===== config.mk =====
export PLATFORM = sky130hd
export DESIGN_NAME = controlUnit
export DESIGN_NICKNAME = d
export VERILOG_FILES = /design/src/microcodedPkg.sv /design/src/controlUnit.sv /design/src/instructionRegister.sv /design/src/microsequencer.sv /design/src/microstore.sv
export SDC_FILE = /design/constraint.sdc
export NUM_CORES = 1
export LEC_CHECK = 0
export BUFFER_PORTS_ARGS = -buffer_cell sky130_fd_sc_hd__buf_4
export CAP_MARGIN = 10
export CORE_ASPECT_RATIO = 0.6
export CORE_MARGIN = 4
export CORE_UTILIZATION = 40
export CTS_CLUSTER_DIAMETER = 200
export DETAILED_ROUTE_END_ITERATION = 7
export GPL_TIMING_DRIVEN = 0
export PLACE_DENSITY = 0.75
export SLEW_MARGIN = 10
export SYNTH_ARGS = -nofsm -noshare
export SYNTH_HDL_FRONTEND = slang
export SYNTH_SLANG_ARGS = --single-unit

===== constraint.sdc =====
create_clock -name clk -period 2.6 [get_ports clk]
set_input_delay 0.52 -clock clk [delete_from_list [all_inputs] [get_ports clk]]
set_output_delay 0.52 -clock clk [all_outputs]
set_load 0.01 [all_outputs]

===== src/microcodedPkg.sv =====
`default_nettype none

// shared widths, control word layout and instruction format
package microcodedPkg;

    // widths fixed by the instruction set
    localparam int stateWidth   = 7;
    localparam int controlWidth = 45;
    localparam int instrWidth   = 16;
    localparam int fieldWidth   = 4;
    localparam int immWidth     = 8;
    localparam int aluOpWidth   = 4;
    localparam int seqModeWidth = 2;

    // control word layout, low bits first
    // sequencing fields sit at the bottom of the word
    localparam int seqModeLsb     = 0;
    localparam int nextStateLsb   = seqModeLsb + seqModeWidth;
    // one-cycle datapath strobes
    localparam int memReadBit     = nextStateLsb + stateWidth;
    localparam int memWriteBit    = memReadBit + 1;
    localparam int irLoadBit      = memWriteBit + 1;
    localparam int pcIncrementBit = irLoadBit + 1;
    localparam int pcLoadBit      = pcIncrementBit + 1;
    localparam int regWriteBit    = pcLoadBit + 1;
    localparam int aluSrcImmBit   = regWriteBit + 1;
    localparam int aluOpLsb       = aluSrcImmBit + 1;
    // everything from here up is reserved, always zero
    localparam int reservedLsb    = aluOpLsb + aluOpWidth;

    // how the sequencer picks the next microstate
    typedef enum logic [seqModeWidth-1:0] {
        seqNext     = 2'd0,
        seqJump     = 2'd1,
        seqDispatch = 2'd2,
        seqWaitMem  = 2'd3
    } seqModeT;

    // microstate numbers
    // fetch path
    localparam logic [stateWidth-1:0] stFetch     = 7'd0;
    localparam logic [stateWidth-1:0] stFetchWait = 7'd1;
    localparam logic [stateWidth-1:0] stIrLoad    = 7'd2;
    localparam logic [stateWidth-1:0] stDecode    = 7'd3;
    // execute paths
    localparam logic [stateWidth-1:0] stAluReg    = 7'd4;
    localparam logic [stateWidth-1:0] stAluImm    = 7'd5;
    localparam logic [stateWidth-1:0] stLoadAddr  = 7'd6;
    localparam logic [stateWidth-1:0] stLoadWait  = 7'd7;
    localparam logic [stateWidth-1:0] stLoadBack  = 7'd8;
    localparam logic [stateWidth-1:0] stStore     = 7'd9;
    localparam logic [stateWidth-1:0] stStoreWait = 7'd10;
    localparam logic [stateWidth-1:0] stJump      = 7'd11;
    localparam logic [stateWidth-1:0] stHalt      = 7'd12;
    // highest defined microstate
    localparam logic [stateWidth-1:0] lastState   = stHalt;

    // alu op driven in both alu states (add)
    localparam logic [aluOpWidth-1:0] aluOpcode = 4'd1;

    // one instruction word, two field layouts
    // opcode and rd line up in both views
    typedef union packed {
        struct packed {
            logic [fieldWidth-1:0] opcode;
            logic [fieldWidth-1:0] rd;
            logic [fieldWidth-1:0] rs;
            logic [fieldWidth-1:0] rt;
        } r;
        struct packed {
            logic [fieldWidth-1:0] opcode;
            logic [fieldWidth-1:0] rd;
            logic [immWidth-1:0]   imm;
        } i;
    } instructionT;

endpackage

`default_nettype wire


===== src/controlUnit.sv =====
`timescale 1ns/1ps
`default_nettype none

// top of the microprogrammed control unit
// flat tree of sequencer, rom and instruction register
module controlUnit (
    input  wire                                          clk,
    input  wire                                          reset,
    // memory read data
    input  wire logic [microcodedPkg::instrWidth-1:0]    instruction,
    // access of this cycle completes
    input  wire                                          memReady,
    // control levels to the datapath
    output logic      [microcodedPkg::controlWidth-1:0]  controlWord,
    output logic      [microcodedPkg::stateWidth-1:0]    activeState,
    // decoded fields
    output logic      [microcodedPkg::fieldWidth-1:0]    opcode,
    output logic      [microcodedPkg::fieldWidth-1:0]    rd,
    output logic      [microcodedPkg::fieldWidth-1:0]    rs,
    output logic      [microcodedPkg::fieldWidth-1:0]    rt,
    output logic      [microcodedPkg::immWidth-1:0]      imm
);

    // registered microstate into the rom
    logic [microcodedPkg::stateWidth-1:0] currentState;

    // next-state logic
    // reads the word and activeState back from the rom
    microsequencer sequencer0 (
        .clk          (clk),
        .reset        (reset),
        .controlWord  (controlWord),
        .activeState  (activeState),
        .opcode       (opcode),
        .memReady     (memReady),
        .currentState (currentState)
    );

    // control word for this cycle
    // addressed by the registered microstate
    microstore store0 (
        .currentState (currentState),
        .controlWord  (controlWord),
        .activeState  (activeState)
    );

    // latches on irLoad
    // opcode feeds dispatch as well as the port
    instructionRegister ir0 (
        .clk         (clk),
        .reset       (reset),
        .controlWord (controlWord),
        .instruction (instruction),
        .opcode      (opcode),
        .rd          (rd),
        .rs          (rs),
        .rt          (rt),
        .imm         (imm)
    );

endmodule

`default_nettype wire


===== src/instructionRegister.sv =====
`timescale 1ns/1ps
`default_nettype none

// instruction latch and field decode
module instructionRegister (
    input  wire                                          clk,
    input  wire                                          reset,
    input  wire logic [microcodedPkg::controlWidth-1:0]  controlWord,
    input  wire logic [microcodedPkg::instrWidth-1:0]    instruction,
    output logic      [microcodedPkg::fieldWidth-1:0]    opcode,
    output logic      [microcodedPkg::fieldWidth-1:0]    rd,
    output logic      [microcodedPkg::fieldWidth-1:0]    rs,
    output logic      [microcodedPkg::fieldWidth-1:0]    rt,
    output logic      [microcodedPkg::immWidth-1:0]      imm
);

    // latched word, read through either view
    microcodedPkg::instructionT current;
    logic                       load;

    // irLoad strobe from the microstore
    assign load = controlWord[microcodedPkg::irLoadBit];

    // capture at the end of stIrLoad
    // fields are valid from stDecode on
    always_ff @(posedge clk) begin
        if (reset) begin
            current <= '0;
        end else if (load) begin
            current <= instruction;
        end
    end

    // register format fields
    assign opcode = current.r.opcode;
    assign rd     = current.r.rd;
    assign rs     = current.r.rs;
    assign rt     = current.r.rt;

    // immediate format field
    // overlaps rs and rt, datapath picks with aluSrcImm
    assign imm = current.i.imm;

    // memory data must be clean when it is captured
    // otherwise dispatch in stDecode goes wrong one cycle later
    property cleanLoad;
        @(posedge clk) disable iff (reset)
        load |-> !$isunknown(instruction);
    endproperty

    assert property (cleanLoad)
        else $error("instruction has unknown bits at irLoad");

endmodule

`default_nettype wire


===== src/microsequencer.sv =====
`timescale 1ns/1ps
`default_nettype none

// microstate register and next-state selection
module microsequencer (
    input  wire                                          clk,
    input  wire                                          reset,
    input  wire logic [microcodedPkg::controlWidth-1:0]  controlWord,
    input  wire logic [microcodedPkg::stateWidth-1:0]    activeState,
    input  wire logic [microcodedPkg::fieldWidth-1:0]    opcode,
    input  wire                                          memReady,
    output logic      [microcodedPkg::stateWidth-1:0]    currentState
);

    localparam int sw = microcodedPkg::stateWidth;

    // dispatch target for opcodes 11 to 14
    // first number past the rom, microstore falls back from it
    localparam logic [sw-1:0] illegalTarget = microcodedPkg::lastState + 7'd1;

    microcodedPkg::seqModeT seqMode;
    logic [sw-1:0]          target;
    logic [sw-1:0]          nextState;

    // sequencing fields of the current word
    assign seqMode = microcodedPkg::seqModeT'(
        controlWord[microcodedPkg::seqModeLsb +: microcodedPkg::seqModeWidth]);
    assign target  = controlWord[microcodedPkg::nextStateLsb +: sw];

    // opcode dispatch table
    function automatic logic [sw-1:0] dispatchTarget(
        input logic [microcodedPkg::fieldWidth-1:0] op
    );
        logic [sw-1:0] state;
        case (op) inside
            [4'd0:4'd3]:  state = microcodedPkg::stAluReg;
            [4'd4:4'd7]:  state = microcodedPkg::stAluImm;
            4'd8:         state = microcodedPkg::stLoadAddr;
            4'd9:         state = microcodedPkg::stStore;
            4'd10:        state = microcodedPkg::stJump;
            4'd15:        state = microcodedPkg::stHalt;
            // 11 to 14 have no microcode
            default:      state = illegalTarget;
        endcase
        return state;
    endfunction

    always_comb begin
        // activeState, not currentState, so undefined states resume as fetch
        unique case (seqMode)
            microcodedPkg::seqNext:
                nextState = activeState + 7'd1;
            microcodedPkg::seqJump:
                nextState = target;
            microcodedPkg::seqDispatch:
                nextState = dispatchTarget(opcode);
            // stall until the access completes
            microcodedPkg::seqWaitMem:
                nextState = memReady ? target : activeState;
        endcase
    end

    // microstate register
    always_ff @(posedge clk) begin
        if (reset) begin
            currentState <= microcodedPkg::stFetch;
        end else begin
            currentState <= nextState;
        end
    end

    // progress check
    // a stall is only legal while waiting on memory, or when halted
    property stateAdvances;
        @(posedge clk) disable iff (reset)
        !((seqMode == microcodedPkg::seqWaitMem) && !memReady) &&
        (activeState != microcodedPkg::stHalt)
        |=> currentState != $past(currentState);
    endproperty

    assert property (stateAdvances)
        else $error("microstate %0d repeated without a stall", currentState);

endmodule

`default_nettype wire


===== src/microstore.sv =====
`timescale 1ns/1ps
`default_nettype none

// microprogram rom
// purely combinational with state in and control word out
module microstore (
    input  wire logic [microcodedPkg::stateWidth-1:0]   currentState,
    output logic      [microcodedPkg::controlWidth-1:0] controlWord,
    output logic      [microcodedPkg::stateWidth-1:0]   activeState
);

    // short local names for the two widths
    localparam int cw = microcodedPkg::controlWidth;
    localparam int sw = microcodedPkg::stateWidth;

    // single-bit strobe masks
    localparam logic [cw-1:0] memRead     = cw'(1) << microcodedPkg::memReadBit;
    localparam logic [cw-1:0] memWrite    = cw'(1) << microcodedPkg::memWriteBit;
    localparam logic [cw-1:0] irLoad      = cw'(1) << microcodedPkg::irLoadBit;
    localparam logic [cw-1:0] pcIncrement = cw'(1) << microcodedPkg::pcIncrementBit;
    localparam logic [cw-1:0] pcLoad      = cw'(1) << microcodedPkg::pcLoadBit;
    localparam logic [cw-1:0] regWrite    = cw'(1) << microcodedPkg::regWriteBit;
    localparam logic [cw-1:0] aluSrcImm   = cw'(1) << microcodedPkg::aluSrcImmBit;
    // alu op field already shifted into place
    localparam logic [cw-1:0] aluOp =
        cw'(microcodedPkg::aluOpcode) << microcodedPkg::aluOpLsb;

    // merge sequencing fields into a set of strobes
    function automatic logic [cw-1:0] microWord(
        input microcodedPkg::seqModeT mode,
        input logic [sw-1:0]          target,
        input logic [cw-1:0]          strobes
    );
        logic [cw-1:0] word;
        word = strobes;
        word[microcodedPkg::seqModeLsb +: microcodedPkg::seqModeWidth] = mode;
        word[microcodedPkg::nextStateLsb +: sw] = target;
        return word;
    endfunction

    // fetch word and fallback for undefined states
    localparam logic [cw-1:0] fetchWord =
        microWord(microcodedPkg::seqNext, microcodedPkg::stFetch, memRead);

    always_comb begin
        // defined states report themselves
        activeState = currentState;
        case (currentState)
            // instruction fetch
            microcodedPkg::stFetch:
                controlWord = fetchWord;
            // hold the read until memory answers
            microcodedPkg::stFetchWait:
                controlWord = microWord(microcodedPkg::seqWaitMem,
                                        microcodedPkg::stIrLoad, memRead);
            microcodedPkg::stIrLoad:
                controlWord = microWord(microcodedPkg::seqNext, '0,
                                        irLoad | pcIncrement);
            // opcode table picks the execute path
            microcodedPkg::stDecode:
                controlWord = microWord(microcodedPkg::seqDispatch, '0, '0);
            // register and immediate alu ops
            microcodedPkg::stAluReg:
                controlWord = microWord(microcodedPkg::seqJump,
                                        microcodedPkg::stFetch, regWrite | aluOp);
            microcodedPkg::stAluImm:
                controlWord = microWord(microcodedPkg::seqJump,
                                        microcodedPkg::stFetch,
                                        regWrite | aluSrcImm | aluOp);
            // load takes three states
            microcodedPkg::stLoadAddr:
                controlWord = microWord(microcodedPkg::seqNext, '0, memRead);
            microcodedPkg::stLoadWait:
                controlWord = microWord(microcodedPkg::seqWaitMem,
                                        microcodedPkg::stLoadBack, memRead);
            microcodedPkg::stLoadBack:
                controlWord = microWord(microcodedPkg::seqJump,
                                        microcodedPkg::stFetch, regWrite);
            // store holds the write through the wait
            microcodedPkg::stStore:
                controlWord = microWord(microcodedPkg::seqNext, '0, memWrite);
            microcodedPkg::stStoreWait:
                controlWord = microWord(microcodedPkg::seqWaitMem,
                                        microcodedPkg::stFetch, memWrite);
            microcodedPkg::stJump:
                controlWord = microWord(microcodedPkg::seqJump,
                                        microcodedPkg::stFetch, pcLoad);
            // halt jumps to itself
            microcodedPkg::stHalt:
                controlWord = microWord(microcodedPkg::seqJump,
                                        microcodedPkg::stHalt, '0);
            // undefined states behave as fetch and say so
            default: begin
                controlWord = fetchWord;
                activeState = microcodedPkg::stFetch;
            end
        endcase
    end

endmodule

`default_nettype wire


==> flow_metrics.env <==
export IMPL_status="completed"
export IMPL_crit_arrival_ns=1.97
export IMPL_portBuffers=59
export IMPL_synth_seq_cells=23
export IMPL_drv_cap=0
export IMPL_cp_max_fo=11
export IMPL_cts_made_buffers=3
export IMPL_ir_drop_mv=0.266
export IMPL_cts_max_level=1
export IMPL_drive_gt1_frac=0.371
export IMPL_cts_sinks=23
export IMPL_timing_final_crit_share=0.959
export IMPL_cts_setup_buffers=0
export IMPL_cp_data_required_time_ns=2.08
export IMPL_multiInputGateArea_sq_um=850
export IMPL_regArea_sq_um=460
export IMPL_yosys_top_cells_area="dfxtp_1 29%, buf_4 21%, nand2_1 8.8%"
export IMPL_hold_class="reg2reg"
export IMPL_setup_tns_ns=0
export IMPL_synth_compound_area_frac=0.190
export IMPL_hpwl_microns=3390
export IMPL_die_w_microns=89.3
export IMPL_synth_cell_types=41
export IMPL_grtUsageTotal=0.165
export IMPL_setup_viol=0
export IMPL_fin_crit_ns=2.49
export IMPL_synth_seq_area_share=0.290
export IMPL_yosysTopAreaCellShare=0.290
export IMPL_dr_pass1_iters=4
export IMPL_drc=0
export IMPL_n_antenna_cell=0
export IMPL_synth_edff_count=0
export IMPL_cts_tree="done"
export IMPL_syn_to_final_growth_pct=43.4
export IMPL_start_util=0.424
export IMPL_rsz0062_at_grt="no"
export IMPL_synth_warnings=0
export IMPL_cpPeakStageDelay_ns=0.42
export IMPL_grt_pass1_wl_microns=6820
export IMPL_fill_cells=392
export IMPL_dp_slack_ns=0.400
export IMPL_rows=17
export IMPL_critPathBufInv=5
export IMPL_die_h_microns=56.8
export IMPL_dieArea_sq_mm=0.00507
export IMPL_dr_total_vias=1642
export IMPL_synth_top_family_by_area="buffers and inverters"
export IMPL_path_clk_slew_ns=0.08
export IMPL_ys_async_sr_fraction=0
export IMPL_routed_via_density=4.54
export IMPL_clock_root_buffer="clkbuf_8"
export IMPL_worst_slack_ns=0.106
export IMPL_synth_fa_ha_area_frac=0.00789
export IMPL_grt_ovfl_total=0
export IMPL_hold_violations=0
export IMPL_detail_route_antenna_nets=0
export IMPL_ioPinCount=95
export IMPL_antenna_found_initial=0
export IMPL_ys_flop_type="dfxtp_1"
export IMPL_synthSimpleGateAreaFrac=0.242
export IMPL_worstSetupPathType="reg2out"
export IMPL_crit_path_end_kind="output pin"
export IMPL_avgSynthCellArea_sq_um=7.38
export IMPL_grt_pass1_vias=1507
export IMPL_path_cells="or3_4 > or3_1 > buf_6 > clkinv_4 > buf_8 > buf_4 > buf_4"
export IMPL_power_density_mw_per_mm2=319
export IMPL_maxSlewHeadroom=0.420
export IMPL_drt_wl_total_microns=4210
export IMPL_cp_slowest_cell="or3_4"
export IMPL_placeableCoreArea_sq_mm=0.00374
export IMPL_path_common_cell="buf_4"
export IMPL_tightestPinTransition_ns=0.864
export IMPL_nets=336
export IMPL_maxSlewViolCount=0
export IMPL_cp_top_family="simple AND/OR/NAND/NOR gates"
export IMPL_grt_start_max_net_pins=14
export IMPL_wire_per_inst_microns=11.6
export IMPL_leakage_nw=1.13
export IMPL_yosys_area_top_type="dfxtp_1"
export IMPL_synthMuxAreaShare=0
export IMPL_gp_congestion=0.879
export IMPL_synth_xor_area_frac=0.00552
export IMPL_fin_skew_ns=0.00661
export IMPL_syn_area_sq_mm=0.00159
export IMPL_first_iter_violations=114
export IMPL_worstSkewPairLatency_ns=0.27
export IMPL_clk_path_buf_depth=2
export IMPL_synth_cells=215
export IMPL_max_freq_mhz=401
export IMPL_start_kind="flip-flop"
worst reg2reg max path, stage by stage, from the launching register on:
cell,delay (ns)
dfxtp_1,0.45
clkbuf_1,0.39
nand2_1,0.20
and3_1,0.25
ha_1,0.24
o31ai_1,0.25
a21oi_1,0.10
o22ai_1,0.14
sequential cells by signal (all words and copies together) (netlist names):
register and cells:
ir0.current 16, sequencer0.currentState 7
report_power, final:
group	internal [mW]	switching, mW
Clock	0.107	0.113
Sequential	0.357	0.00302
Combinational	0.0728	0.0716
Total	0.537	0.188
worst paths after layout:
check,start,end,slack [ns],depth (start not counted)
worst max-delay path,sequencer0.currentState[6],controlWord[12],0.11,7
worst min-delay path,ir0.current[10],ir0.current[10],0.46,2
worst max register to register,sequencer0.currentState[2],sequencer0.currentState[2],0.53,7
worst min register to register,ir0.current[10],ir0.current[10],0.46,2
final cells by class:
cell class | instances | share of cell area
sequential | 23 | 0.202
clock inverter | 1 | 0.00220
clock buffer | 3 | 0.0182
timing repair buffer | 59 | 0.195
buffer | 57 | 0.176
multi-input combinational | 169 | 0.373
inverter | 3 | 0.00715
tap | 47 | 0.0259
Yosys cell counts, types with 2 or more instances:
cell      instances
a211oi_1          3
a21oi_1          22
a22oi_1           2
a31oi_1           3
and3_1            5
buf_4            44
clkbuf_1         10
dfxtp_1          23
inv_1             2
nand2_1          37
nand2b_1          9
nand3_1           2
nor2_1           12
nor2b_1           3
nor3_1            5
o21ai_0           5
o22ai_1           2
o31ai_1           2
or2_2             2
routing by layer:
metal / up-vias / wire [microns] / part of all wire / track usage
met3: 6 / 511 / 0.12 / 0.0704
li1: 851 / - / - / -
met4: 0 / 24 / 0.0057 / 0.0234
met5: - / 0 / 0 / 0
met2: 82 / 1880 / 0.45 / 0.256
met1: 703 / 1790 / 0.43 / 0.218
cell usage in the layout, fill, tap and decap left out, types with 2 or more instances in the layout:
cell,n
o31ai_1,2
a211oi_1,3
and3_1,5
nand2_1,37
inv_1,2
or2_2,2
nand2b_1,9
conb_1,38
a21oi_1,22
o22ai_1,2
nor2b_1,3
a31oi_1,3
nor3_1,5
nor2_1,12
nand3_1,2
buf_4,103
clkbuf_1,9
o21ai_0,5
dfxtp_1,23
clkbuf_8,3
a22oi_1,2
timing repair:
action	CTS	global route
endpoints found under the setup margin	0	1
hold buffers	0	0
gates resized for setup	0	2
through the flow:
step / power, mW / hold slack [ns] / std cells / util / instance area [sq um]
final: 0.725 / 0.459 / 362 / 0.608 / 2270
after global routing: 0.761 / 0.474 / 362 / 0.608 / 2270
after CTS: 0.727 / 0.460 / 362 / 0.607 / 2270
after detailed placement: 0.508 / 0.448 / 358 / 0.595 / 2230
after global placement: 0.507 / 0.442 / 358 / 0.595 / 2230
after floorplan: 0.469 / 0.481 / 252 / - / 1730
cell families (layout without fill, tap and decap cells):
family / after synthesis / in the layout
adders and majority gates: 1 / 1
other: 1 / 38
DFF: 23 / 23
buffers and inverters: 60 / 123
and+or+nand+nor: 81 / 81
AOI/OAI and AO/OA: 48 / 48
xor gates and xnor gates: 1 / 1
(Power assumes the default switching activity.)
